`src/conv_layer_config.svh`:
```
`ifndef CONV_LAYER_CONFIG_SVH
`define CONV_LAYER_CONFIG_SVH

// Layer geometry
`define CL_CHANNELS 8
`define CL_TAPS     5
`define CL_FILTERS  4

// Activation, weight and result width
`define CL_DATA_W   8

// Requantization
`define CL_SHIFT    7
`define CL_SAT_MAX  127

`endif

```
`src/conv_types_pkg.sv`:
```
`include "conv_layer_config.svh"

package conv_types_pkg;

    // Product of two data words plus growth over the taps
    localparam int PARTIAL_W = 2 * `CL_DATA_W + $clog2(`CL_TAPS);
    // Growth over the channels
    localparam int ACC_W     = PARTIAL_W + $clog2(`CL_CHANNELS);

    typedef logic signed [`CL_DATA_W-1:0] act_t;
    typedef act_t [`CL_TAPS-1:0] act_window_t;

    typedef struct packed {
        act_window_t [`CL_CHANNELS-1:0] win;
    } act_frame_t;

    typedef logic signed [PARTIAL_W-1:0] partial_t;
    typedef partial_t [`CL_FILTERS-1:0] partial_vec_t;

    typedef logic signed [ACC_W-1:0] acc_t;
    typedef acc_t [`CL_FILTERS-1:0] acc_vec_t;

    typedef logic signed [`CL_DATA_W-1:0] result_t;
    typedef result_t [`CL_FILTERS-1:0] result_vec_t;

endpackage

```
`src/conv_input_stage.sv`:
```
`timescale 1ns/1ps
`include "conv_layer_config.svh"

module conv_input_stage
    import conv_types_pkg::*;
(
    input  logic       clk,
    input  logic       rst_n,
    input  logic       en,
    input  act_frame_t act_in,
    output act_frame_t frame,
    output logic       frame_valid
);

    // One pulse per accepted frame
    always_ff @(posedge clk or negedge rst_n) begin
        if (!rst_n) begin
            frame_valid <= 1'b0;
        end else begin
            frame_valid <= en;
        end
    end

    // Frame holds between strobes
    always_ff @(posedge clk) begin
        if (en) begin
            frame <= act_in;
        end
    end

    a_act_in_known: assert property (
        @(posedge clk) disable iff (!rst_n)
        en |-> !$isunknown(act_in)
    ) else $error("act_in has unknown bits while en is high");

endmodule

```
`config.mk`:
```
export PLATFORM = sky130hd
export DESIGN_NAME = conv_input_stage
export DESIGN_NICKNAME = d
export VERILOG_FILES = /design/src/conv_types_pkg.sv /design/src/conv_input_stage.sv
export VERILOG_INCLUDE_DIRS = /design/src
export SDC_FILE = /design/constraint.sdc
export NUM_CORES = 1
export LEC_CHECK = 0
export ABC_CLOCK_PERIOD_IN_PS = 800
export BUFFER_PORTS_ARGS = -buffer_cell sky130_fd_sc_hd__buf_2
export CORE_AREA = 2 2 249 251
export CTS_BUF_LIST = sky130_fd_sc_hd__clkbuf_16
export CTS_CLUSTER_DIAMETER = 80
export DETAILED_ROUTE_END_ITERATION = 10
export DIE_AREA = 0 0 251 253
export GPL_ROUTABILITY_DRIVEN = 0
export PLACE_DENSITY = 0.41
export SLEW_MARGIN = 10
export SYNTH_ARGS = -nofsm -noshare
export SYNTH_HDL_FRONTEND = slang
export SYNTH_SLANG_ARGS = --single-unit
```
`constraint.sdc`:
```
create_clock -name clk -period 0.8 [get_ports clk]
set_input_delay 0.12 -clock clk [delete_from_list [all_inputs] [get_ports clk]]
set_output_delay 0.12 -clock clk [all_outputs]
set_load 0.01 [all_outputs]
```
==> impl_results.md <==
* Count of mapped cells out of synthesis at 321
* Violated checks: negative setup slack
* Starting DRT DRC Count at 327
* Type of element launching the critical path: register
* Type of the tightest min-delay check: in -> reg
* Number of pins with negative max-slew slack in the final report at 0
* Setup-failing EPs final at 323
* DRT Pass-1 Iters at 4
* Clock sinks at 321
* Share of the synthesized area in the top cell type at 0.997
* Number of vias after detailed routing at 7,295
* Number of antenna violations at the first check in global routing at 5
* Transition time of the tightest slew-check pin at 0.201 ns
* Pin count of the biggest net entering global routing at 35
* Worst endpoint data arrival time at 1.14 ns
* Max Fclk at 794 MHz
* Power density of the placed cells at 2260 nW/µm²
* Maximum vdd drop at 1.49 mV
* Largest stage delay, worst path at 0.43 ns
* DIE AREA at 63,500 µm²
* Final design instance area without fill at 18,800 µm²
* Final net count at 1,682
* Headroom to the max-slew limit at 0.866
* Final WS setup at -0.459 ns
* Area of the multi-input gates at 0 µm²
* Most common flop cell mapped by yosys: edfxtp_1
* Inserted Clock Buffers at 39
* Warnings, synthesis at 0
* Result of the run: finished with violations
* Category of cells accounting for the largest share of critical-path delay: flip-flops
* Die Y at 253 µm
* Routed wire length per instance at 16.3 µm
* # rows at 91
* Number of nets with antenna violations after detailed routing at 0
* Min-Delay Path Depth at 3
* Kind of critical path: reg -> out
* Global Route Usage Sum at 0.105
* Setup repair after global routing missed its margin: yes
* Post-placement worst setup slack at -0.186 ns
* Buffers added on ports at 643
* Synthesized flop and latch total at 321
* Sequence of cells on the critical path: buf_2
* Sum of routed wire length over all layers at 35,500 µm
* Largest cells by area after synthesis: edfxtp_1 100%, dfrtp_1 0.26%
* Setup crit end kind: primary output
* Hold violation total from the final report at 0
* Post-synth EDFFs at 320
* Number of multi-input logic gates at 0
* Clock-pin slew reported for the worst setup and hold paths after clock tree synthesis at 0.06 ns
* H-tree Lvls at 2
* Total congestion overflow at 0
* Layout fillers at 6,066
* Syn_nets at 644
* Cell taking the most area after synthesis: edfxtp_1
* Final core utilization at 0.308
* Area growth, synth to finish at 95.4%
* Post-synth ARST share at 0.00312
* Clk Tree Root Cell: clkbuf_16
* Area of the core region at 61,000 µm²
* TritonCTS clock tree: yes
* Via count of the first global-routing pass at 8,041
* Leak pwr at 7.91 nW
* Endpoint of the worst hold path: frame[227]$_DFFE_PP_
* Commonest cells in the synthesized netlist: 320 x edfxtp_1, 1 x dfrtp_1
* Half-perimeter wire length of the detailed placement result at 26,800 µm
* Minimum clock period after layout at 1.26 ns
* First-pass GRT wire length at 49,300 µm
* Placed cell area at 14,200 µm²
* Number of violations of the max-capacitance limit at 0
* Share of the yosys chip area belonging to registers at 1.00
* Maximum buffer depth of the clock tree at 3
* I/O pin count at 644
* Number of distinct library cell variants in the gate-level netlist after synthesis at 2
* Post-layout instance count excluding filler cells at 2,178
* Smallest hold slack at 0.0983 ns
* CP max FO at 1
* Total buffers and inverters traversed by the critical path at 1
* Layout cell share with drive strength beyond 1 at 0.525
* Total negative slack for setup checks at -117.35 ns
* Average cell area after synthesis at 30.0 µm²
* Post-synth design cell area at 9630 µm²
* Critical hold path startpoint: en
* Part of the cycle the worst path needs at 1.57
* Total instance count after detailed placement at 1,783
* Initial cell density of the core at 0.158
* Area taken by flip-flops and latches at 9630 µm²
* Cell with the most instances after synthesis: edfxtp_1
* Via density per instance at 3.35
* Total design power at 42.5 mW
* Die Wd at 251 µm
* Drc violations at 0
* CP max-delay cell: edfxtp_1
* Required @ worst endpoint at 0.68 ns
## flip-flops by register name, indices dropped and copies added (netlist names)
name         cells
frame          320
frame_valid      1
## report_power, final
group | switching [mW] | internal (mW)
Sequential | 0.344 | 20.0
Combinational | 2.27 | 2.66
Clock | 7.04 | 10.2
## layer usage
layer  vias to the layer above  part of all wire  routed length (µm)  global-route usage
met5                         -           0.00037                  13                   0
met4                         2             0.023                 826              0.0338
met3                        47              0.10                3600              0.0482
met2                       381              0.52               18500               0.188
met1                      3458              0.35               12500               0.108
li1                       3407                 -                   -                   -
## cells in the final DEF, fill, tap and decap left out
cell / instances
buf_8: 1
buf_4: 20
buf_12: 9
clkinv_1: 4
inv_1: 9
dlygate4sd3_1: 325
dfrtp_1: 1
buf_6: 21
clkinvlp_4: 1
clkinv_8: 2
bufinv_16: 4
buf_2: 621
clkinv_4: 1
inv_6: 4
clkinv_2: 5
diode_2: 1
clkbuf_16: 39
edfxtp_1: 320
## kinds of logic (layout without fill, tap and decap cells)
| kind of cell | Yosys count | after routing | share of synthesized area |
|---|---|---|---|
| buffers and inverters | 0 | 1066 | 0 |
| flip-flops | 321 | 321 | 1.00 |
| other | 0 | 1 | 0 |
## worst max-delay path by stage
stage,start,to,slack (ns),cells past startpoint
after floorplan,frame[0]$_DFFE_PP_,frame[0],0.29,0
after global placement,en,frame[84]$_DFFE_PP_,-0.17,3
after detailed placement,en,frame[204]$_DFFE_PP_,-0.19,3
after CTS,frame[116]$_DFFE_PP_,frame[116],-0.50,1
after global routing,frame[116]$_DFFE_PP_,frame[116],-0.51,1
final,frame[116]$_DFFE_PP_,frame[116],-0.46,1
## final cells by class
class	instances	share of cell area
repair buffers	997	0.369
well taps	790	0.0525
clock buffers	39	0.0519
diodes	1	0.000133
flip-flops and latches	321	0.512
clock inverters	30	0.0148
## what timing repair did
item                                    in CTS  in global routing
endpoints found under the hold margin      326                  1
resized for setup                           20                 17
endpoints found under the setup margin     321                324
hold buffers                               324                  2
buffers inserted                             0                  0
Power figures use the tool's default switching activity.
