## src/conv_layer_config.svh

```systemverilog
`ifndef CONV_LAYER_CONFIG_SVH
`define CONV_LAYER_CONFIG_SVH

// Layer geometry
`define CL_CHANNELS 8
`define CL_TAPS     5
`define CL_FILTERS  4

// Activation, weight and result width
`define CL_DATA_W   8

// Requantization
`define CL_SHIFT    7
`define CL_SAT_MAX  127

`endif

```

## src/conv_types_pkg.sv

```systemverilog
`include "conv_layer_config.svh"

package conv_types_pkg;

    // Product of two data words plus growth over the taps
    localparam int PARTIAL_W = 2 * `CL_DATA_W + $clog2(`CL_TAPS);
    // Growth over the channels
    localparam int ACC_W     = PARTIAL_W + $clog2(`CL_CHANNELS);

    typedef logic signed [`CL_DATA_W-1:0] act_t;
    typedef act_t [`CL_TAPS-1:0] act_window_t;

    typedef struct packed {
        act_window_t [`CL_CHANNELS-1:0] win;
    } act_frame_t;

    typedef logic signed [PARTIAL_W-1:0] partial_t;
    typedef partial_t [`CL_FILTERS-1:0] partial_vec_t;

    typedef logic signed [ACC_W-1:0] acc_t;
    typedef acc_t [`CL_FILTERS-1:0] acc_vec_t;

    typedef logic signed [`CL_DATA_W-1:0] result_t;
    typedef result_t [`CL_FILTERS-1:0] result_vec_t;

endpackage

```

## src/conv_filter_sum.sv

```systemverilog
`timescale 1ns/1ps
`include "conv_layer_config.svh"

module conv_filter_sum
    import conv_types_pkg::*;
(
    input  logic         clk,
    input  logic         rst_n,
    input  partial_vec_t partials [`CL_CHANNELS],
    input  logic         in_valid,
    output acc_vec_t     sums,
    output logic         sum_valid
);

    acc_vec_t total;

    // Sign extend each channel partial before the add
    always_comb begin
        for (int f = 0; f < `CL_FILTERS; f++) begin
            total[f] = '0;
            for (int c = 0; c < `CL_CHANNELS; c++) begin
                total[f] = total[f] + acc_t'(partials[c][f]);
            end
        end
    end

    always_ff @(posedge clk or negedge rst_n) begin
        if (!rst_n) begin
            sum_valid <= 1'b0;
        end else begin
            sum_valid <= in_valid;
        end
    end

    always_ff @(posedge clk) begin
        if (in_valid) begin
            sums <= total;
        end
    end

    a_sums_known: assert property (
        @(posedge clk) disable iff (!rst_n)
        sum_valid |-> !$isunknown(sums)
    ) else $error("sums has unknown bits while sum_valid is high");

endmodule

```

## config.mk

```make
export PLATFORM = sky130hd
export DESIGN_NAME = conv_filter_sum
export DESIGN_NICKNAME = d
export VERILOG_FILES = /design/src/conv_types_pkg.sv /design/src/conv_filter_sum.sv
export VERILOG_INCLUDE_DIRS = /design/src
export SDC_FILE = /design/constraint.sdc
export NUM_CORES = 1
export LEC_CHECK = 0
export BUFFER_PORTS_ARGS = -buffer_cell sky130_fd_sc_hd__buf_2
export CORE_UTILIZATION = 25
export DETAILED_ROUTE_END_ITERATION = 8
export PLACE_DENSITY = 0.52
export SLEW_MARGIN = 40
export SYNTH_ARGS = -nofsm -noshare
export SYNTH_HDL_FRONTEND = slang
export SYNTH_SLANG_ARGS = --single-unit
```

## constraint.sdc

```tcl
create_clock -name clk -period 0.8 [get_ports clk]
set_input_delay 0.2 -clock clk [delete_from_list [all_inputs] [get_ports clk]]
set_output_delay 0.2 -clock clk [all_outputs]
set_load 0.05 [all_outputs]
```

==> results.py <==
metrics = {
    "status": {
        "status": "complete, but fails checks",
        "violations": "setup timing",
    },
    "worst_setup_path": {
        "crit_path_max_fanout": 2,
        "worstSetupStartpointType": "input port",
        "crit_arrival_ps": 4310,
        "required_ps": 930,
        "end_kind": "register",
        "critical_path_class": "input port to register",
    },
    "die": {
        "die_y_um": 279,
        "io_pins": 700,
        "core_area_um2": 75800,
        "dieWidth_um": 279,
        "rows": 101,
        "start_util_pct": 25.2,
        "die_area_um2": 77600,
    },
    "synth": {
        "synth_area_leader_cell": "fa_1",
        "synth_top_cell_area_share_pct": 49.0,
        "synth-seq-cells": 89,
        "yosysSeqAreaShare_pct": 13.9,
        "synth_area_um2": 19100,
        "ys_top_cells_by_area": "fa_1, inv_1, edfxtp_1, ha_1, xnor2_1",
        "async_flop_share_pct": 1.12,
        "synth_fp_nets": 3087,
        "synth_warnings": 0,
        "synth_edf_count": 88,
        "synthFlopType": "edfxtp_1",
        "avgSynthCellArea_um2": 9.96,
        "synth_cell_types": 59,
        "postSynthCellCount": 1920,
    },
    "sta": {
        "period_needed_ps": 4180,
        "tightest_slew_ps": 445,
        "rsz0062_at_grt": "yes",
        "setup_ws_ps": -3380,
        "final.setup.tns_ps": -264060,
        "setup_viol": 177,
        "fmax_ghz": 0.239,
        "fin_crit_sh_pct": 522,
        "slew_headroom_pct": 70.1,
        "final_max_slew_viol_count": 0,
        "finalHoldViolations": 0,
    },
    "final_layout": {
        "area_growth_pct": 50.8,
        "final_nets": 4059,
        "fillCellCount": 7619,
        "multi_input_area_um2": 14600,
        "drive_gt1_share_pct": 43.2,
        "final_util_pct": 38.0,
        "seq_area_um2": 2670,
    },
    "routing": {
        "vias": 15400,
        "wire_per_inst_um": 14.1,
        "drtAntennaViolNets": 0,
        "viasPerCell": 3.98,
        "wirelength_um": 54500,
        "drc": 0,
        "drt-initial-drc-count": 382,
        "dr.pass1.iters": 4,
    },
    "clocking": {
        "cts_sinks": 89,
        "cts_tree": "built",
        "cts_buffers": 9,
        "cts_buffer_depth": 2,
        "cts_root_buf": "clkbuf_16",
        "clk_pin_slew_worst_paths_ps": 70,
        "h-tree-depth": 3,
    },
    "hold_path": {
        "hp-class": "input port to async pin",
    },
    "pwr": {
        "vdd_drop_max_mv": 3.23,
        "pwr_density_cell_nw_per_um2": 5720,
        "power_leakage_nw": 15.3,
        "total_power_mw": 165,
    },
    "placement": {
        "port_buffers": 699,
        "place_congestion": 0.857,
        "dpl_worst_slack_ps": -3870,
        "dp_hpwl_um": 49900,
    },
    "global_routing": {
        "grt_pass1_vias": 17100,
        "grt_max_degree": 39,
        "antenna_found_initial": 5,
        "grt_pass1_wl_um": 87000,
        "overflow": 0,
        "grt_use_total_pct": 14.5,
    },
    "run": {
        "drv_cap": 0,
    },
}
==> where the power goes <==
| group | switching (mW) | internal, mW | total (mW) | leakage (nW) |
|---|---|---|---|---|
| logic | 72.0 | 74.2 | 146 | 14.2 |
| registers | 1.54 | 12.5 | 14.0 | 0.873 |
| clock network | 2.34 | 2.47 | 4.81 | 0.152 |
==> sequential cells by signal (all words and copies together), names as in the netlist <==
name / count
sums: 88
sum_valid: 1
==> placed cells by master, fill, tap and decap left out, types with 21 or more instances in the layout <==
master,netlist,layout
inv_1,829,750
buf_2,0,576
fa_1,468,453
buf_4,0,236
buf_6,0,114
edfxtp_1,88,88
inv_2,0,62
ha_1,88,54
xnor2_1,50,41
buf_12,0,40
nor2_1,39,32
ha_4,0,32
a21o_1,31,31
a21oi_1,57,30
nand2_1,30,24
a21oi_2,1,21
==> cell type report <==
class / instances / share of cell area, %
Multi-Input combinational cell: 988 / 50.5
Clock buffer: 9 / 0.781
Sequential cell: 89 / 9.25
Tap cell: 978 / 4.24
Clock inverter: 7 / 0.269
Timing Repair Buffer: 975 / 23.8
Inverter: 829 / 11.1
Antenna cell: 1 / 0.00868
==> logic make-up (layout without fill, tap and decap cells) <==
group	count (synthesis)	count (layout)	synth area share (%)
xor gates and xnor gates	72	72	3.30
adders and majority gates	556	556	54.7
AOI/OAI and AO/OA	208	208	7.44
DFF	89	89	13.9
buffers and inverters	843	1820	16.5
other	0	1	0
and+or+nand+nor	149	149	3.86
muxes	3	3	0.164
==> worst max-delay path, cell delays in order <==
cell      delay [ps]
buf_6             70
inv_2             30
fa_1             540
inv_2             50
fa_1             510
fa_1             510
inv_1             50
fa_1             490
inv_2             40
ha_4             160
fa_2             360
a211o_4          370
buf_6            130
a211oi_2         200
o31ai_2          130
a21oi_2          210
o21ai_1          110
xor2_1           170
==> what timing repair did <==
| action | 4_1_cts | 5_1_grt |
|---|---|---|
| buffers inserted | 16 | 30 |
| setup endpoints to repair | 177 | 177 |
| hold endpoints to repair | 1 | 0 |
| resized for setup | 278 | 110 |
| pin swaps | 99 | 92 |
| hold buffers | 1 | 0 |
==> worst paths after layout <==
check | end | slack (ps) | startpoint
max | sums[86]$_DFFE_PP_ | -3380 | partials[59]
min | sum_valid$_DFF_PN0_ | 140 | rst_n
max in group asynchronous | sum_valid$_DFF_PN0_ | 580 | rst_n
min in group clk | sums[22]$_DFFE_PP_ | 170 | in_valid
==> cells in the mapped netlist (5+ instances only) <==
master    instances
inv_1           829
fa_1            468
edfxtp_1         88
ha_1             88
a21oi_1          57
xnor2_1          50
nor2_1           39
a21o_1           31
nand2_1          30
o21ai_0          25
nand3_1          22
xor2_1           22
clkbuf_1         14
nor3_1           14
a211oi_1         13
a31oi_1          12
o21ai_1          10
and3_1            9
o211ai_1          8
o21bai_1          7
nand4_1           6
o21a_1            6
nand2b_1          5
==> stage by stage <==
stage                     cell area (um2)  std cells  hold slack [ps]
after floorplan                     19800       1920            -95.6
after global placement              26800       3827            -24.7
after detailed placement            26800       3827            -24.5
after CTS                           28300       3857             97.8
after global routing                28800       3876              114
final                               28800       3876              139
==> metal layers <==
layer	part of all wire (%)	track usage, %	up-vias
met1	40	17.6	7586
met5	0.11	0	-
met2	52	25.9	338
li1	-	-	7453
met3	5.1	3.31	55
met4	2.1	3.68	8
(Power assumes the default switching activity.)
