$ cat config.mk
export PLATFORM = sky130hd
export DESIGN_NAME = conv_requant
export DESIGN_NICKNAME = d
export VERILOG_FILES = /design/src/conv_types_pkg.sv /design/src/conv_requant.sv
export VERILOG_INCLUDE_DIRS = /design/src
export SDC_FILE = /design/constraint.sdc
export NUM_CORES = 1
export LEC_CHECK = 0
export BUFFER_PORTS_ARGS = -buffer_cell sky130_fd_sc_hd__buf_2
export CORE_UTILIZATION = 40
export DETAILED_ROUTE_END_ITERATION = 8
export GPL_TIMING_DRIVEN = 1
export PLACE_DENSITY = 0.8
export SYNTH_ARGS = -nofsm -noshare
export SYNTH_HDL_FRONTEND = slang
export SYNTH_SLANG_ARGS = --single-unit
$ cat constraint.sdc
create_clock -name clk -period 0.85 [get_ports clk]
set_input_delay 0.17 -clock clk [delete_from_list [all_inputs] [get_ports clk]]
set_output_delay 0.17 -clock clk [all_outputs]
set_load 0.02 [all_outputs]
$ cat src/conv_layer_config.svh
`ifndef CONV_LAYER_CONFIG_SVH
`define CONV_LAYER_CONFIG_SVH

// Layer geometry
`define CL_CHANNELS 8
`define CL_TAPS     5
`define CL_FILTERS  4

// Activation, weight and result width
`define CL_DATA_W   8

// Requantization
`define CL_SHIFT    7
`define CL_SAT_MAX  127

`endif

$ cat src/conv_types_pkg.sv
`include "conv_layer_config.svh"

package conv_types_pkg;

    // Product of two data words plus growth over the taps
    localparam int PARTIAL_W = 2 * `CL_DATA_W + $clog2(`CL_TAPS);
    // Growth over the channels
    localparam int ACC_W     = PARTIAL_W + $clog2(`CL_CHANNELS);

    typedef logic signed [`CL_DATA_W-1:0] act_t;
    typedef act_t [`CL_TAPS-1:0] act_window_t;

    typedef struct packed {
        act_window_t [`CL_CHANNELS-1:0] win;
    } act_frame_t;

    typedef logic signed [PARTIAL_W-1:0] partial_t;
    typedef partial_t [`CL_FILTERS-1:0] partial_vec_t;

    typedef logic signed [ACC_W-1:0] acc_t;
    typedef acc_t [`CL_FILTERS-1:0] acc_vec_t;

    typedef logic signed [`CL_DATA_W-1:0] result_t;
    typedef result_t [`CL_FILTERS-1:0] result_vec_t;

endpackage

$ cat src/conv_requant.sv
`timescale 1ns/1ps
`include "conv_layer_config.svh"

module conv_requant
    import conv_types_pkg::*;
(
    input  logic        clk,
    input  logic        rst_n,
    input  acc_vec_t    sums,
    input  logic        in_valid,
    output result_vec_t out,
    output logic        out_valid
);

    localparam acc_t SAT_HI = acc_t'(`CL_SAT_MAX);
    localparam acc_t SAT_LO = -SAT_HI;

    result_vec_t clipped;

    always_comb begin
        for (int f = 0; f < `CL_FILTERS; f++) begin
            acc_t shifted;
            // Arithmetic shift, rounds toward minus infinity
            shifted = sums[f] >>> `CL_SHIFT;
            if (shifted > SAT_HI) begin
                clipped[f] = result_t'(SAT_HI);
            end else if (shifted < SAT_LO) begin
                clipped[f] = result_t'(SAT_LO);
            end else begin
                clipped[f] = result_t'(shifted);
            end
        end
    end

    always_ff @(posedge clk or negedge rst_n) begin
        if (!rst_n) begin
            out       <= '0;
            out_valid <= 1'b0;
        end else begin
            out_valid <= in_valid;
            if (in_valid) begin
                out <= clipped;
            end
        end
    end

    // Symmetric range, -128 never leaves the layer
    for (genvar f = 0; f < `CL_FILTERS; f++) begin : g_range_chk
        a_no_min_code: assert property (
            @(posedge clk) disable iff (!rst_n)
            out[f] >= -(`CL_SAT_MAX)
        ) else $error("out[%0d] holds the code -128", f);
    end

endmodule

==> metrics.md <==
| Metric | Value |
|---|---|
| Final setup margin | `-0.175 ns` |
| Worst-path cell chain | `buf_6` |
| M1 WL | `2.43 mm` |
| NetSw | `1.36 mW` |
| Vias | `1972` |
| Fill count | `approximately 230` |
| P_leak | `1.50 nW` |
| Ports | `124` |
| Average size of a mapped cell | `roughly 13 um2` |
| #FFs+latches synth | `33` |
| N_diodes | `0` |
| Synth warn | `0` |
| GRT Total Usage | `between 20% and 30%` |
| Power, Total | `4.86 mW` |
| Vias in the first global route | `roughly 2000` |
| Top cells by count, synth | `33 x dfrtp_1, 16 x a221o_1, 8 x a22oi_1, 8 x nand3b_1, 8 x o2111ai_1` |
| Critical Path Fanout Max | `2` |
| Max layer used | `met4` |
| Layout cells sized above 1 | `68.0%` |
| Post-synthesis sequential area ratio | `49.0%` |
| Post-synth top area cell | `dfrtp_1` |
| Final WL | `6.12 mm` |
| Sequential Power Share | `37.9%` |
| TritonCTS Buffers | `5` |
| Crit path max-delay family | `flip-flops` |
| Worst-Skew Late Latency | `about 0.28 ns` |
| Worst VDD drop | `844 uV` |
| Die height | `66.9 um` |
| Avg WL per Cell | `17.8 um` |
| Initial core utilization | `41.8%` |
| Final setup viols | `58` |
| Final min period | `1.03 ns` |
| Synth cell types | `22` |
| Clock power frac | `32.1%` |
| P per Cell Area | `1480 nW/um2` |
| Number of flops mapped to enable cells by yosys | `0` |
| Max Slew Vio Count | `0` |
| Vias/cell | `about 5.7` |
| Mapped Cells | `133` |
| Layout area overhead | `95.2%` |
| Slowest-stage cell, CP | `dfrtp_1` |
| Sw Ratio | `28.1%` |
| Initial antenna violation count | `0` |
| Area of the core | `4030 um2` |
| Clock-pin slew on the worst setup and hold paths | `0.08 ns` |
| CTS tree | `done` |
| Clock root buffer | `clkbuf_8` |
| H-Tree Depth | `2` |
| Netlist Area Pre-Place | `1680 um2` |
| Core Util, Final | `between 80% and 90%` |
| Setup Skew | `0 ns` |
| Nets | `384` |
| DR WL met2 | `between 3 and 4 mm` |
| Clk buf depth | `2` |
| Die ar. | `4470 um2` |
| Hold Vio Cnt, Final | `0` |
| Main area contributors after synthesis | `dfrtp_1 49%, a221o_1 9.5%, o2111ai_1 4.2%` |
| Gate power share | `29.9%` |
| Failing checks | `setup timing` |
| Met3 wire len | `435 um` |
| Routability cong. | `0.828` |
| Final Cycle Share | `121%` |
| Port bufs | `95` |
| FMAX | `around 1000 MHz` |
| RSZ-0062 raised after global routing | `true` |
| Largest net degree at the start of global routing | `34` |
| DRC viols | `0` |
| Hpwl dp | `3.85 mm` |
| Final ANT Viol Nets | `0` |
| Ys flop type | `dfrtp_1` |
| Detailed Route Iter0 Violations | `136` |
| Status | `finished with violations` |
| Ys async rst share | `100%` |
| Crit-path max cell delay | `~0.42 ns` |
| Pint | `3.49 mW` |
| Slew headroom | `80.4%` |
| Clk sinks | `33` |
| Count leader, synth | `dfrtp_1` |
| Global-route wire length before repair | `9.10 mm` |
| CP Data Arrival Time | `around 0.86 ns` |
| Max-cap check violation count | `0` |
| Setup crit end kind | `primary output` |
| Synth top area share | `49.0%` |
| Setup CP Type | `flop to primary output` |
| Startpoint Class | `flop` |
| WP data required | `0.68 ns` |
| Total grt overflow | `0` |
| Bufs and invs on worst path | `1` |
| Pre-antenna DRT Iters | `5` |
| Worst-Margin Slew | `0.292 ns` |
| Width of the die | `66.9 um` |
| Post-Syn Nets | `224` |
| FP Rows | `23` |
| Hold Crit Class | `primary input to flop` |
-- metal layers --
metal  up-vias  GRT usage [%]
li1        901              -
met4         0           10.4
met3        19           4.97
met5         -              0
met1       946           30.9
met2       106           49.9
-- worst paths after layout --
path,endpoint,cells past startpoint,slack (ns),startpoint
max in group asynchronous,out[9],3,0.28,rst_n
min,out[29],2,0.13,sums[78]
min in group asynchronous,out[13],3,0.37,rst_n
max reg2reg,out[4],2,-0.14,out[4]
max,out[22],1,-0.18,out[22]
min reg2reg,out[7],1,0.53,out[7]
-- sequential cells by signal, indices dropped and copies added, names as in the netlist --
signal and cells:
out_valid 1, out 32
-- power groups by stage --
stage / clock network, mW / registers [mW] / logic [mW]
after floorplan: 0 / 2.00 / 0.299
after global placement: 0 / 1.82 / 1.04
after detailed placement: 0 / 1.82 / 1.07
after CTS: 1.57 / 1.83 / 1.40
after global routing: 1.64 / 1.86 / 1.54
final: 1.56 / 1.84 / 1.45
-- cell families after synthesis --
kind of cell | Yosys count | synth area share, %
AO/OA/AOI/OAI | 48 | 26.7
flip-flops | 33 | 49.0
multiplexers | 4 | 2.67
AND/OR/NAND/NOR | 44 | 20.1
buffers and inverters | 4 | 1.49
-- repair_timing --
action                                 4_1_cts  5_1_grt
endpoints found under the hold margin       33        0
gates cloned                                 0        0
hold buffers                                 1        0
resized for setup                           89       13
setup endpoints to repair                   61       61
setup buffers                               15        3
pin swaps                                   22        9
-- through the flow --
stage / hold WS, ns / setup WS, ns / instance area [um2] / std cells / TNS (ns)
finish: 0.133 / -0.175 / 3290 / 344 / -7.00
global placement: 0.143 / -0.433 / 2660 / 318 / -11.61
global route: 0.126 / -0.190 / 3290 / 344 / -8.36
CTS: 0.122 / -0.158 / 3220 / 342 / -6.43
floorplan: -0.126 / -0.240 / 1810 / 133 / -5.07
detailed placement: 0.146 / -0.483 / 2660 / 318 / -12.30
-- cells in the final DEF (no fill, tap or decap), types with 6 or more instances in the layout --
cell and instances:
buf_6 53, buf_4 53, buf_2 46, dfrtp_1 33, a221o_1 16, o2111ai_2 12, a22oi_1 8, nand3b_1 8
and4_4 7, clkbuf_8 6
-- layout make-up --
| type | instances | area [um2] | area share, % |
|---|---|---|---|
| Sequential cell | 33 | 826 | 25.1 |
| Multi-Input combinational cell | 96 | 988 | 30.1 |
| Timing Repair Buffer | 156 | 1290 | 39.2 |
| Clock inverter | 1 | 30.0 | 0.914 |
| Inverter | 1 | 3.75 | 0.114 |
| Clock buffer | 7 | 86.3 | 2.63 |
| Tap cell | 50 | 62.6 | 1.90 |
No activity file was read; power rests on OpenSTA's default activity.
