### src/conv_layer_config.svh
`ifndef CONV_LAYER_CONFIG_SVH
`define CONV_LAYER_CONFIG_SVH

// Layer geometry
`define CL_CHANNELS 8
`define CL_TAPS     5
`define CL_FILTERS  4

// Activation, weight and result width
`define CL_DATA_W   8

// Requantization
`define CL_SHIFT    7
`define CL_SAT_MAX  127

`endif

### src/conv_types_pkg.sv
`include "conv_layer_config.svh"

package conv_types_pkg;

    // Product of two data words plus growth over the taps
    localparam int PARTIAL_W = 2 * `CL_DATA_W + $clog2(`CL_TAPS);
    // Growth over the channels
    localparam int ACC_W     = PARTIAL_W + $clog2(`CL_CHANNELS);

    typedef logic signed [`CL_DATA_W-1:0] act_t;
    typedef act_t [`CL_TAPS-1:0] act_window_t;

    typedef struct packed {
        act_window_t [`CL_CHANNELS-1:0] win;
    } act_frame_t;

    typedef logic signed [PARTIAL_W-1:0] partial_t;
    typedef partial_t [`CL_FILTERS-1:0] partial_vec_t;

    typedef logic signed [ACC_W-1:0] acc_t;
    typedef acc_t [`CL_FILTERS-1:0] acc_vec_t;

    typedef logic signed [`CL_DATA_W-1:0] result_t;
    typedef result_t [`CL_FILTERS-1:0] result_vec_t;

endpackage

### src/conv_weights_pkg.sv
`include "conv_layer_config.svh"

package conv_weights_pkg;

    typedef logic signed [`CL_DATA_W-1:0] weight_t;

    // Indexed filter, channel, tap; each row lists tap 4 down to tap 0
    localparam weight_t kernel_table [0:`CL_FILTERS-1][0:`CL_CHANNELS-1][`CL_TAPS-1:0] = '{
        '{
            '{-17,  -9,  -2, -14,  97},
            '{-79,  56, -68, 105,  81},
            '{-63,  73, -30,  12,  25},
            '{ 66,  -9, -65,  41,  -1},
            '{-40,  77,  92,  69,   6},
            '{ 67,  93, -65, -17,  77},
            '{ -1, -67,  89, -72,  47},
            '{ 25, -77,   4,  43,  82}
        },
        '{
            '{-78, -71, -112, -37, -84},
            '{ 17,  -4,   36, -81, -38},
            '{-97,  -2,  -76, -41,  48},
            '{ 48, -53,   16,  22, -60},
            '{-72,  45,   35,  80,  16},
            '{-27, -79,   91,  -9,  50},
            '{-61,  27,  -45,  91, -13},
            '{-52,  26,  -66,  92,  28}
        },
        '{
            '{ -7, -93, -69, -94,  -4},
            '{ 55,  -7, -49,  13, -96},
            '{ 43, -71,  87, -52,  62},
            '{-43, -89,  30,  77, -29},
            '{-82,  86,  83, -35,  62},
            '{-81,  71,  32,  14, -58},
            '{ 50,  43,  60, -85,  -3},
            '{ -7,  72,  45, -30,  54}
        },
        '{
            '{ -4, -30, 111, 100,  26},
            '{-15,  11,  29,   6, -63},
            '{-16,   5,  -9,  80,  31},
            '{ -5,  87, -49,  64, -61},
            '{ 20,  38,  75, -16,  31},
            '{-69, -25, -40, -87,  -8},
            '{-83, -78, -32,  48, -88},
            '{ 66,  -6, -41,  13,  85}
        }
    };

    function automatic weight_t weight_of(
        input int unsigned filt,
        input int unsigned chan,
        input int unsigned tap
    );
        return kernel_table[filt][chan][tap];
    endfunction

endpackage

### src/conv_channel_mac.sv
`timescale 1ns/1ps
`include "conv_layer_config.svh"

module conv_channel_mac
    import conv_types_pkg::*;
    import conv_weights_pkg::*;
#(
    parameter int CHANNEL = 0
) (
    input  logic         clk,
    input  logic         rst_n,
    input  act_window_t  window,
    input  logic         in_valid,
    output partial_vec_t partials,
    output logic         mac_valid
);

    partial_vec_t dot;

    // One 5-tap dot product per filter, weights fixed for this channel
    always_comb begin
        for (int f = 0; f < `CL_FILTERS; f++) begin
            dot[f] = '0;
            for (int t = 0; t < `CL_TAPS; t++) begin
                dot[f] = dot[f] + partial_t'(window[t] * weight_of(f, CHANNEL, t));
            end
        end
    end

    always_ff @(posedge clk or negedge rst_n) begin
        if (!rst_n) begin
            mac_valid <= 1'b0;
        end else begin
            mac_valid <= in_valid;
        end
    end

    always_ff @(posedge clk) begin
        if (in_valid) begin
            partials <= dot;
        end
    end

endmodule

### config.mk
export PLATFORM = sky130hd
export DESIGN_NAME = conv_channel_mac
export DESIGN_NICKNAME = d
export VERILOG_FILES = /design/src/conv_types_pkg.sv /design/src/conv_weights_pkg.sv /design/src/conv_channel_mac.sv
export VERILOG_INCLUDE_DIRS = /design/src
export SDC_FILE = /design/constraint.sdc
export NUM_CORES = 1
export LEC_CHECK = 0
export ABC_AREA = 1
export BUFFER_PORTS_ARGS = -buffer_cell sky130_fd_sc_hd__buf_2
export CAP_MARGIN = 25
export CELL_PAD_IN_SITES_DETAIL_PLACEMENT = 1
export CELL_PAD_IN_SITES_GLOBAL_PLACEMENT = 2
export CORE_MARGIN = 4
export CORE_UTILIZATION = 42
export DETAILED_ROUTE_END_ITERATION = 8
export PLACE_DENSITY = 0.86
export SLEW_MARGIN = 20
export SYNTH_ARGS = -nofsm -noshare
export SYNTH_HDL_FRONTEND = slang
export SYNTH_SLANG_ARGS = --single-unit
### constraint.sdc
create_clock -name clk -period 0.8 [get_ports clk]
set_input_delay 0.08 -clock clk [delete_from_list [all_inputs] [get_ports clk]]
set_output_delay 0.08 -clock clk [all_outputs]
set_load 0.05 [all_outputs]
==> out/qor.csv, run 1 <==
metric,value,unit
critical_setup_path_class,input port to flip-flop,
timing_worst_slew_pin_value,0.441,ns
ys_types,46,
count_of_unresolved_drc_violations_after_routing,0,
final-setup-viol-count,151,
post_route_cells_drive_above_1_share,42.7,%
fillerInstances,6636,
hp-class,input port to flip-flop,
proportion_of_synthesized_chip_area_in_sequential_cells,8.66,%
timing.slew.headroom,70.6,%
cts_tree,done,
ys_seq_elements,77,
port_buffers,119,
total_die_area,67500,µm²
maximum_number_of_pins_on_one_net_before_global_route_repair,41,
global_route.usage.total,32.5,%
ys.warnings.count,0,
first_pass_grt_wire_length,160000,µm
number_of_global_route_vias_before_repair,25932,
cp_data_required_time,0.97,ns
end_kind,flip-flop,
routed_wire_length_per_instance,26.9,µm
timing_hold_violations_final,0,
setup.worst_path.start_class,input port,
cp-startpoint,window[10],
crit_path_frequent_cell,sky130_fd_sc_hd__fa_1,
synthCells,2763,
synthArstFlopShare,1.30,%
preCtsSetupSlack,-6.60,ns
routed-via-count,22363,
fp.coreArea,63000,µm²
data_arrival_at_the_endpoint_of_the_critical_path,6.97,ns
synthesized_cell_area,26600,µm²
cts_sinks,77,
insertedDiodeCount,0,
firstDrtPassIters,5,
synth_enable_flop_cells,76,
max-cap-violations,0,
violated_checks,setup timing,
yosysTopAreaCellShare,36.3,%
achievable-frequency,0.147,GHz
drt_wl_total,118000,µm
drt.antenna.violating_nets,0,
rows,92,
cts.clk_slew.worst_paths,0.08,ns
setup_slack,-6.01,ns
final.min_clock_period,6.81,ns
syn-mean-instance-area,9.64,µm²
overflow_after_grt,0,
via_per_inst,5.09,
numCtsBuffers,9,
clk_path_buf_depth,2,
yosys.area.top_type,sky130_fd_sc_hd__fa_1,
grt_setup_unrepaired,yes,
timing.critical_path.to,partials[53],
die_height,260,µm
initial_core_util,42.3,%
post-route-period-util,851,%
synth_top_cells_by_area,"sky130_fd_sc_hd__fa_1, sky130_fd_sc_hd__ha_1, sky130_fd_sc_hd__inv_1",
clock_tree.htree_level_count,3,
timing.setup.tns,-346.67,ns
clock-root-buffer,sky130_fd_sc_hd__clkbuf_16,
iteration_0_drc_markers,1164,
flow.area_growth_from_synthesis,47.2,%
die-width,260,µm
hpwlAfterDp,90800,µm
place_congestion,0.964,
mappedNetlistNets,3847,
run_status,"complete, but fails checks",
hold_path_startpoint,in_valid,
num-nets-final,4624,
worst_path_max_delay_cell,sky130_fd_sc_hd__fa_1,
antenna_violations_before_repair,1,
final-max-slew-violation-count,0,
dominantRegCellSynth,sky130_fd_sc_hd__edfxtp_1,
share_of_the_core_filled_with_cells,62.3,%
number_of_top_level_pins,120,
crit_fanout,4,
worst_stage_delay_on_the_critical_path,0.55,ns
-- layout make-up --
class | count | area, µm² | area share, %
multi-input combinational | 1804 | 25600 | 65.4
tap | 846 | 1060 | 2.70
clock buffer | 9 | 225 | 0.575
sequential | 77 | 2310 | 5.89
timing repair buffer | 773 | 6520 | 16.6
inverter | 875 | 3380 | 8.62
clock inverter | 7 | 67.6 | 0.172
-- flip-flops by register name (all words and copies together) (netlist names) --
register   count
mac_valid      1
partials      76
-- worst min-delay path by stage --
stage	endpoint	slack, ns	depth (start not counted)
3_3_place_gp	mac_valid	-0.15	1
5_1_grt	mac_valid	0.10	2
4_1_cts	mac_valid	0.09	2
2_1_floorplan	mac_valid	-0.22	0
6_report	mac_valid	0.14	2
3_5_place_dp	mac_valid	-0.14	1
-- repair_timing --
| action | CTS | global route |
|---|---|---|
| gates resized for setup | 451 | 386 |
| buffers inserted | 66 | 61 |
| hold buffers | 2 | 0 |
| pin swaps | 244 | 297 |
| cloned | 0 | 0 |
| hold endpoints to repair | 1 | 0 |
| setup endpoints to repair | 151 | 151 |
-- Yosys cell counts, types with 2 or more instances --
master	instances
sky130_fd_sc_hd__nand3b_1	4
sky130_fd_sc_hd__nand3_1	69
sky130_fd_sc_hd__fa_1	483
sky130_fd_sc_hd__buf_2	2
sky130_fd_sc_hd__o31ai_1	2
sky130_fd_sc_hd__o221ai_1	2
sky130_fd_sc_hd__o21bai_1	11
sky130_fd_sc_hd__a31oi_1	10
sky130_fd_sc_hd__a21oi_1	83
sky130_fd_sc_hd__inv_1	873
sky130_fd_sc_hd__o21ai_0	27
sky130_fd_sc_hd__buf_6	2
sky130_fd_sc_hd__a21o_1	10
sky130_fd_sc_hd__nand4_1	6
sky130_fd_sc_hd__nor2_1	46
sky130_fd_sc_hd__a21oi_2	3
sky130_fd_sc_hd__nand3_2	3
sky130_fd_sc_hd__nand2_1	258
sky130_fd_sc_hd__edfxtp_1	76
sky130_fd_sc_hd__xor2_1	116
sky130_fd_sc_hd__o21a_1	2
sky130_fd_sc_hd__inv_2	2
sky130_fd_sc_hd__or2_2	12
sky130_fd_sc_hd__o21ai_1	5
sky130_fd_sc_hd__buf_4	2
sky130_fd_sc_hd__o2111ai_1	2
sky130_fd_sc_hd__nand2_2	5
sky130_fd_sc_hd__a211oi_1	2
sky130_fd_sc_hd__o21ai_2	5
sky130_fd_sc_hd__ha_1	558
sky130_fd_sc_hd__xnor2_1	58
sky130_fd_sc_hd__or2_1	3
sky130_fd_sc_hd__a21boi_0	2
sky130_fd_sc_hd__nor3_1	7
-- cells in the final DEF, fill, tap and decap left out, types with 11 or more instances in the layout --
cell | netlist | layout
sky130_fd_sc_hd__nand3_1 | 69 | 42
sky130_fd_sc_hd__xnor2_2 | 1 | 14
sky130_fd_sc_hd__xor2_1 | 116 | 92
sky130_fd_sc_hd__fa_1 | 483 | 441
sky130_fd_sc_hd__nor2_4 | 0 | 11
sky130_fd_sc_hd__a21oi_1 | 83 | 30
sky130_fd_sc_hd__nor2_1 | 46 | 27
sky130_fd_sc_hd__ha_4 | 0 | 217
sky130_fd_sc_hd__clkinvlp_4 | 0 | 16
sky130_fd_sc_hd__buf_2 | 2 | 70
sky130_fd_sc_hd__fa_2 | 0 | 42
sky130_fd_sc_hd__xor2_2 | 0 | 20
sky130_fd_sc_hd__nand2_1 | 258 | 185
sky130_fd_sc_hd__inv_2 | 2 | 139
sky130_fd_sc_hd__o21ai_0 | 27 | 12
sky130_fd_sc_hd__buf_6 | 2 | 143
sky130_fd_sc_hd__inv_4 | 0 | 14
sky130_fd_sc_hd__inv_1 | 873 | 706
sky130_fd_sc_hd__buf_12 | 0 | 22
sky130_fd_sc_hd__ha_1 | 558 | 334
sky130_fd_sc_hd__nand2_4 | 0 | 27
sky130_fd_sc_hd__edfxtp_1 | 76 | 76
sky130_fd_sc_hd__nand3_2 | 3 | 24
sky130_fd_sc_hd__nand2_2 | 5 | 49
sky130_fd_sc_hd__a21oi_2 | 3 | 33
sky130_fd_sc_hd__xnor2_1 | 58 | 38
sky130_fd_sc_hd__buf_4 | 2 | 525
sky130_fd_sc_hd__o21ai_2 | 5 | 17
sky130_fd_sc_hd__a21oi_4 | 0 | 23
-- metrics by stage --
stage                     hold WS [ns]  instance area [µm²]  std cells
after global routing             0.104                39200       4391
after floorplan                 -0.216                28500       2763
after CTS                       0.0862                37300       4358
after global placement          -0.146                34400       4287
final                            0.140                39200       4391
after detailed placement        -0.142                34400       4287
-- cell families (layout without fill, tap and decap cells) --
family | count (synthesis) | in the layout | share of synthesized area [%]
adders and majority gates | 1041 | 1041 | 62.5
DFF | 77 | 77 | 8.66
muxes | 1 | 1 | 0.0376
xor gates and xnor gates | 176 | 176 | 5.89
AOI/OAI and AO/OA | 169 | 169 | 3.72
and+or+nand+nor | 417 | 417 | 6.64
buffers and inverters | 882 | 1664 | 12.5
-- per-layer routing --
metal	global-route usage, %	part of all wire, %	routed length (µm)	up-vias
li1	-	-	-	9835
met1	40.6	40	47300	11611
met2	56.2	50	58800	624
met3	5.13	4.4	5190	291
met4	13.3	5.8	6910	2
met5	0	0.0076	9	-
-- critical path, delay by kind of cell --
family                     cells  cell delay [ns]
buffers and inverters          7             0.59
adders and majority gates     12             4.71
AOI/OAI and AO/OA              3             0.50
xor gates and xnor gates       1             0.31
and+or+nand+nor                9             0.74
Power of run 1 is left out: the tool's default activity adds up to more than one toggle a clock period on the data nets, which glitch-free logic cannot reach.
==> inputs of run 2 (changes only) <==
--- a/config.mk
+++ b/config.mk
@@ -14,6 +14,7 @@
 export CORE_MARGIN = 4
 export CORE_UTILIZATION = 42
 export DETAILED_ROUTE_END_ITERATION = 8
+export GPL_TIMING_DRIVEN = 0
 export PLACE_DENSITY = 0.86
 export SLEW_MARGIN = 20
 export SYNTH_ARGS = -nofsm -noshare
==> run 2 against run 1 <==
The run still ends with setup timing left. Maximum frequency decreased by 1.4%. Global-route usage down 4.4 points. Worst hold slack lost 0.070 ns.
==> out/qor.csv, run 2 (synthesized netlist as in run 1, its figures left out) <==
metric,value,unit,change
run_status,"complete, but fails checks",,
violated_checks,setup timing,,
overflow_after_grt,0,,unchanged
die-width,260,µm,unchanged
met3WireLength,4050,µm,-22%
drt.antenna.violating_nets,0,,unchanged
cts_sinks,77,,unchanged
firstDrtPassIters,5,,unchanged
crit_family,adder cells,,
largest_reg_flops,76,,unchanged
worst_path_max_delay_cell,sky130_fd_sc_hd__fa_1,,
clk_path_buf_depth,2,,unchanged
fillerInstances,6736,,+1.5%
setup_slack,-6.10,ns,-0.0943 ns
clock-root-buffer,sky130_fd_sc_hd__clkbuf_16,,
rows,92,,unchanged
port_buffers,119,,unchanged
first_pass_grt_wire_length,139000,µm,-13%
worst_stage_delay_on_the_critical_path,0.60,ns,+0.05 ns
num-nets-final,4186,,-9.5%
clock_tree.htree_level_count,3,,unchanged
die_height,260,µm,unchanged
drt_wl_total,95600,µm,-19%
maximum_number_of_pins_on_one_net_before_global_route_repair,41,,unchanged
global_route.usage.total,28.1,%,-4.4 points
data_arrival_at_the_endpoint_of_the_critical_path,7.07,ns,+0.10 ns
routedLengthMet1,39900,µm,-16%
cp_data_required_time,0.97,ns,about the same
timing_hold_violations_final,0,,unchanged
hp-class,input port to flip-flop,,
final.min_clock_period,6.90,ns,+0.0943 ns
fp.coreArea,63000,µm²,unchanged
insertedDiodeCount,0,,unchanged
routed-via-count,19673,,-12%
end_kind,flip-flop,,
cts.clk_slew.worst_paths,0.09,ns,about the same
numCtsBuffers,9,,unchanged
post_route_cells_drive_above_1_share,31.5,%,-11 points
top_layer_used,met4,,
hpwlAfterDp,75400,µm,-17%
crit_path_frequent_cell,sky130_fd_sc_hd__fa_1,,
iteration_0_drc_markers,735,,-37%
count_of_unresolved_drc_violations_after_routing,0,,unchanged
initial_core_util,42.3,%,unchanged
setup.worst_path.start_class,input port,,
ff_latch_area,2310,µm²,unchanged
critical_setup_path_class,input port to flip-flop,,
number_of_top_level_pins,120,,unchanged
final-max-slew-violation-count,0,,unchanged
place_congestion,0.932,,-3.4%
critPathBufInv,8,,+1
leading_cell_types_in_the_layout_fill_and_taps_excluded,"sky130_fd_sc_hd__inv_1, sky130_fd_sc_hd__fa_1, sky130_fd_sc_hd__ha_1",,
dr_wl_met2,47900,µm,-19%
largestRegisters,"partials: 76 flops, mac_valid: 1 flops",,
timing.slew.headroom,51.8,%,-19 points
timing_worst_slew_pin_value,0.723,ns,+0.282 ns
via_per_inst,4.98,,-2.3%
registers.top_by_ff_count,partials,,
crit_fanout,3,,-1
flow.area_growth_from_synthesis,33.0,%,
number_of_global_route_vias_before_repair,22614,,-13%
final-setup-viol-count,184,,+22%
achievable-frequency,0.145,GHz,-1.4%
dp.cells,3729,,-13%
multiInputGateArea,25200,µm²,-1.8%
total_die_area,67500,µm²,unchanged
grt_setup_unrepaired,yes,,
fin_cells,3953,,-10%
antenna_violations_before_repair,0,,-1
max-cap-violations,0,,unchanged
routed_wire_length_per_instance,24.2,µm,-10%
mostFrequentLayoutCell,sky130_fd_sc_hd__inv_1,,
post-route-period-util,863,%,+12 points
cts_tree,done,,
## run 2: cell types whose count changed in the layout (fill, tap and decap cells not counted), moves of 18 or more
cell / previous run / this run
sky130_fd_sc_hd__buf_4: 525 / 158
sky130_fd_sc_hd__buf_2: 70 / 52
sky130_fd_sc_hd__ha_4: 217 / 183
sky130_fd_sc_hd__buf_6: 143 / 86
sky130_fd_sc_hd__inv_2: 139 / 89
sky130_fd_sc_hd__nand2_2: 49 / 67
sky130_fd_sc_hd__inv_1: 706 / 750
sky130_fd_sc_hd__ha_1: 334 / 367
## run 2: timing repair
action                                  in CTS  in global routing
resized for setup                          406                289
hold buffers                                 2                  1
setup buffers                              105                106
pin swaps                                  174                202
endpoints found under the setup margin     190                188
endpoints found under the hold margin        1                  1
## run 2: final cells by class
class | count | share of cell area [%]
clock buffers | 9 | 0.636
inverters | 875 | 9.66
repair buffers | 328 | 8.63
well taps | 846 | 2.99
flip-flops and latches | 77 | 6.51
clock inverters | 7 | 0.162
plain buffers | 7 | 0.297
multi-input cells | 1804 | 71.1
## run 2: path summary, 6_finish.rpt
kind | start | endpoint | slack (ns) | cells past startpoint
worst min-delay path | window[24] | partials[19] | 0.07 | 2
worst max-delay path | window[34] | partials[37] | -6.10 | 34
max in group asynchronous | rst_n | mac_valid | 0.18 | 3
min in group asynchronous | rst_n | mac_valid | 0.53 | 3
## run 2: metrics by stage
step | instance area, µm² | setup slack [ns] | TNS [ns] | util, % | hold slack (ns)
floorplan | 28500 | -6.27 | -303.95 | - | -0.216
global placement | 30100 | -7.75 | -475.48 | 47.8 | -0.146
detailed placement | 30100 | -7.85 | -419.40 | 47.9 | -0.145
CTS | 33400 | -5.98 | -334.18 | 53.0 | 0.0191
global route | 35400 | -6.36 | -349.24 | 56.3 | 0.0692
finish | 35400 | -6.10 | -334.72 | 56.3 | 0.0701
## run 2: per-layer routing
layer / GRT usage (%) / vias to the layer above
met5: 0 / -
met4: 7.59 / 0
met3: 4.69 / 122
met2: 49.5 / 336
met1: 35.9 / 10252
li1: - / 8963
Power of run 2 is left out for the same reason.
==> inputs of run 3 (changes only) <==
--- a/config.mk
+++ b/config.mk
@@ -12,10 +12,10 @@
 export CELL_PAD_IN_SITES_DETAIL_PLACEMENT = 1
 export CELL_PAD_IN_SITES_GLOBAL_PLACEMENT = 2
 export CORE_MARGIN = 4
-export CORE_UTILIZATION = 42
+export CORE_UTILIZATION = 46
 export DETAILED_ROUTE_END_ITERATION = 8
 export GPL_TIMING_DRIVEN = 0
-export PLACE_DENSITY = 0.86
+export PLACE_DENSITY = 0.93
 export SLEW_MARGIN = 20
 export SYNTH_ARGS = -nofsm -noshare
 export SYNTH_HDL_FRONTEND = slang
==> constraint.sdc (replaced) <==
create_clock -name clk -period 8.05 [get_ports clk]
set_input_delay 0.805 -clock clk [delete_from_list [all_inputs] [get_ports clk]]
set_output_delay 0.805 -clock clk [all_outputs]
set_load 0.05 [all_outputs]
==> run 3 against run 2 <==
The flow now finishes without violations. Non-clock buffer count down 151. Setup slack better by 6.2 ns. Routed wire length decreased by 10%. Flip-flop and latch count did not move. Sequential share of layout area increased by 1.2 points. Worst hold slack better by 0.10 ns.
==> out/qor.csv, run 3 (synthesized netlist as in run 1, its figures left out) <==
metric,value,unit,change
run_status,"finished, final reports clean",,
routed-via-count,19098,,-2.9%
clock_tree.htree_level_count,3,,unchanged
critPathBufInv,7,,-1
timing_worst_slew_pin_value,1.14,ns,+0.413 ns
port_buffers,119,,unchanged
insertedDiodeCount,0,,unchanged
worst_path_max_delay_cell,sky130_fd_sc_hd__fa_1,,
mostFrequentLayoutCell,sky130_fd_sc_hd__inv_1,,
place_congestion,0.987,,+6.0%
hpwlAfterDp,71500,µm,-5.1%
count_of_unresolved_drc_violations_after_routing,0,,unchanged
overflow_after_grt,0,,unchanged
post_route_cells_drive_above_1_share,11.7,%,-20 points
setup.worst_path.start_class,input port,,
end_kind,flip-flop,,
cts_hold_buffers,0,,-2
timing.slew.headroom,24.3,%,-28 points
antenna_violations_before_repair,0,,unchanged
routed_wire_length_per_instance,23.1,µm,-4.6%
timing.critical_path.to,partials[37],,
cp-startpoint,window[0],,
final-max-slew-violation-count,0,,unchanged
post-route-period-util,98.2,%,
fp.coreArea,56800,µm²,-9.8%
largestRegisters,"partials: 76 flops, mac_valid: 1 flops",,
num-nets-final,4035,,-3.6%
cts_tree,done,,
crit_fanout,10,,+7
achievable-frequency,0.127,GHz,
total_die_area,61800,µm²,-8.4%
crit_family,adder cells,,
clk_path_buf_depth,2,,unchanged
largest_reg_flops,76,,unchanged
critical_path_depth,31,,-8.8%
final_area,29800,µm²,-16%
final.min_clock_period,7.90,ns,
clock-root-buffer,sky130_fd_sc_hd__clkbuf_16,,
flow.area_growth_from_synthesis,12.1,%,
max-cap-violations,0,,unchanged
final-setup-viol-count,0,,-100%
drt.antenna.violating_nets,0,,unchanged
registers.top_by_ff_count,partials,,
cts_sinks,77,,unchanged
firstDrtPassIters,5,,unchanged
rows,87,,-5.4%
drt_wl_total,85700,µm,-10%
initial_core_util,46.9,%,+4.6 points
global_route.usage.total,27.5,%,-0.64 points
via_per_inst,5.14,,+3.4%
timing_hold_violations_final,0,,unchanged
first_pass_grt_wire_length,128000,µm,-7.9%
die-width,249,µm,-4.3%
leading_cell_types_in_the_layout_fill_and_taps_excluded,"sky130_fd_sc_hd__inv_1, sky130_fd_sc_hd__ha_1, sky130_fd_sc_hd__fa_1",,
share_of_the_core_filled_with_cells,52.5,%,-3.7 points
number_of_global_route_vias_before_repair,21778,,-3.7%
data_arrival_at_the_endpoint_of_the_critical_path,8.05,ns,+0.98 ns
hp-class,input port to asynchronous set/reset pin,,
worst_stage_delay_on_the_critical_path,0.64,ns,+0.04 ns
die_height,249,µm,-4.3%
iteration_0_drc_markers,863,,+17%
numCtsBuffers,9,,unchanged
grt_setup_unrepaired,yes,,
cts.clk_slew.worst_paths,0.07,ns,-0.02 ns
critical_setup_path_class,input port to flip-flop,,
number_of_top_level_pins,120,,unchanged
cp_data_required_time,8.19,ns,+7.22 ns
maximum_number_of_pins_on_one_net_before_global_route_repair,58,,+41%
dpl_cell_area,28300,µm²,-6.3%
-- run 3: cell count changes in the layout (fill, tap and decap cells not counted), moves of 39 or more --
cell	previous run	this run
sky130_fd_sc_hd__a21oi_1	28	67
sky130_fd_sc_hd__buf_2	52	97
sky130_fd_sc_hd__ha_1	367	524
sky130_fd_sc_hd__ha_4	183	27
sky130_fd_sc_hd__buf_6	86	8
sky130_fd_sc_hd__buf_4	158	60
sky130_fd_sc_hd__nand2_2	67	16
sky130_fd_sc_hd__inv_1	750	849
sky130_fd_sc_hd__inv_2	89	10
sky130_fd_sc_hd__nand2_1	183	245
-- run 3: metal layers --
metal	up-vias	part of all wire (%)	wire, µm	track usage (%)
met1	9900	41	35100	34.5
met5	-	0	0	0
li1	8666	-	-	-
met4	0	4.6	3910	10.8
met2	386	50	42600	47.4
met3	146	4.7	4000	4.69
-- run 3: stage by stage --
stage / setup TNS [ns] / hold WS, ns / instances / worst slack [ns]
floorplan: 0 / 0.509 / 2763 / 0.0666
global placement: -24.11 / 0.580 / 3638 / -1.58
detailed placement: -28.35 / 0.582 / 3640 / -1.81
CTS: 0 / 0.157 / 3679 / 0.00349
global route: -0.454 / 0.160 / 3712 / -0.130
finish: 0 / 0.174 / 3712 / 0.146
-- run 3: final cells by class --
class	count	area, µm²
Fill cell	6450	27000
Multi-Input combinational cell	1804	21600
Inverter	875	3340
Sequential cell	77	2310
Timing Repair Buffer	178	1230
Tap cell	756	946
Clock buffer	9	225
Clock inverter	7	75.1
Buffer	6	71.3
-- run 3: what timing repair did --
item / in CTS / in global routing
resized for setup: 65 / 119
pin swaps: 5 / 53
setup buffers: 23 / 34
setup endpoints to repair: 24 / 18
-- run 3: how the worst min path moves through the flow --
stage,start,end,slack (ns)
final,rst_n,mac_valid,0.17
after global routing,rst_n,mac_valid,0.16
after CTS,rst_n,mac_valid,0.16
after detailed placement,rst_n,mac_valid,0.58
after global placement,rst_n,mac_valid,0.58
after floorplan,rst_n,mac_valid,0.51
Power of run 3 is left out for the same reason.
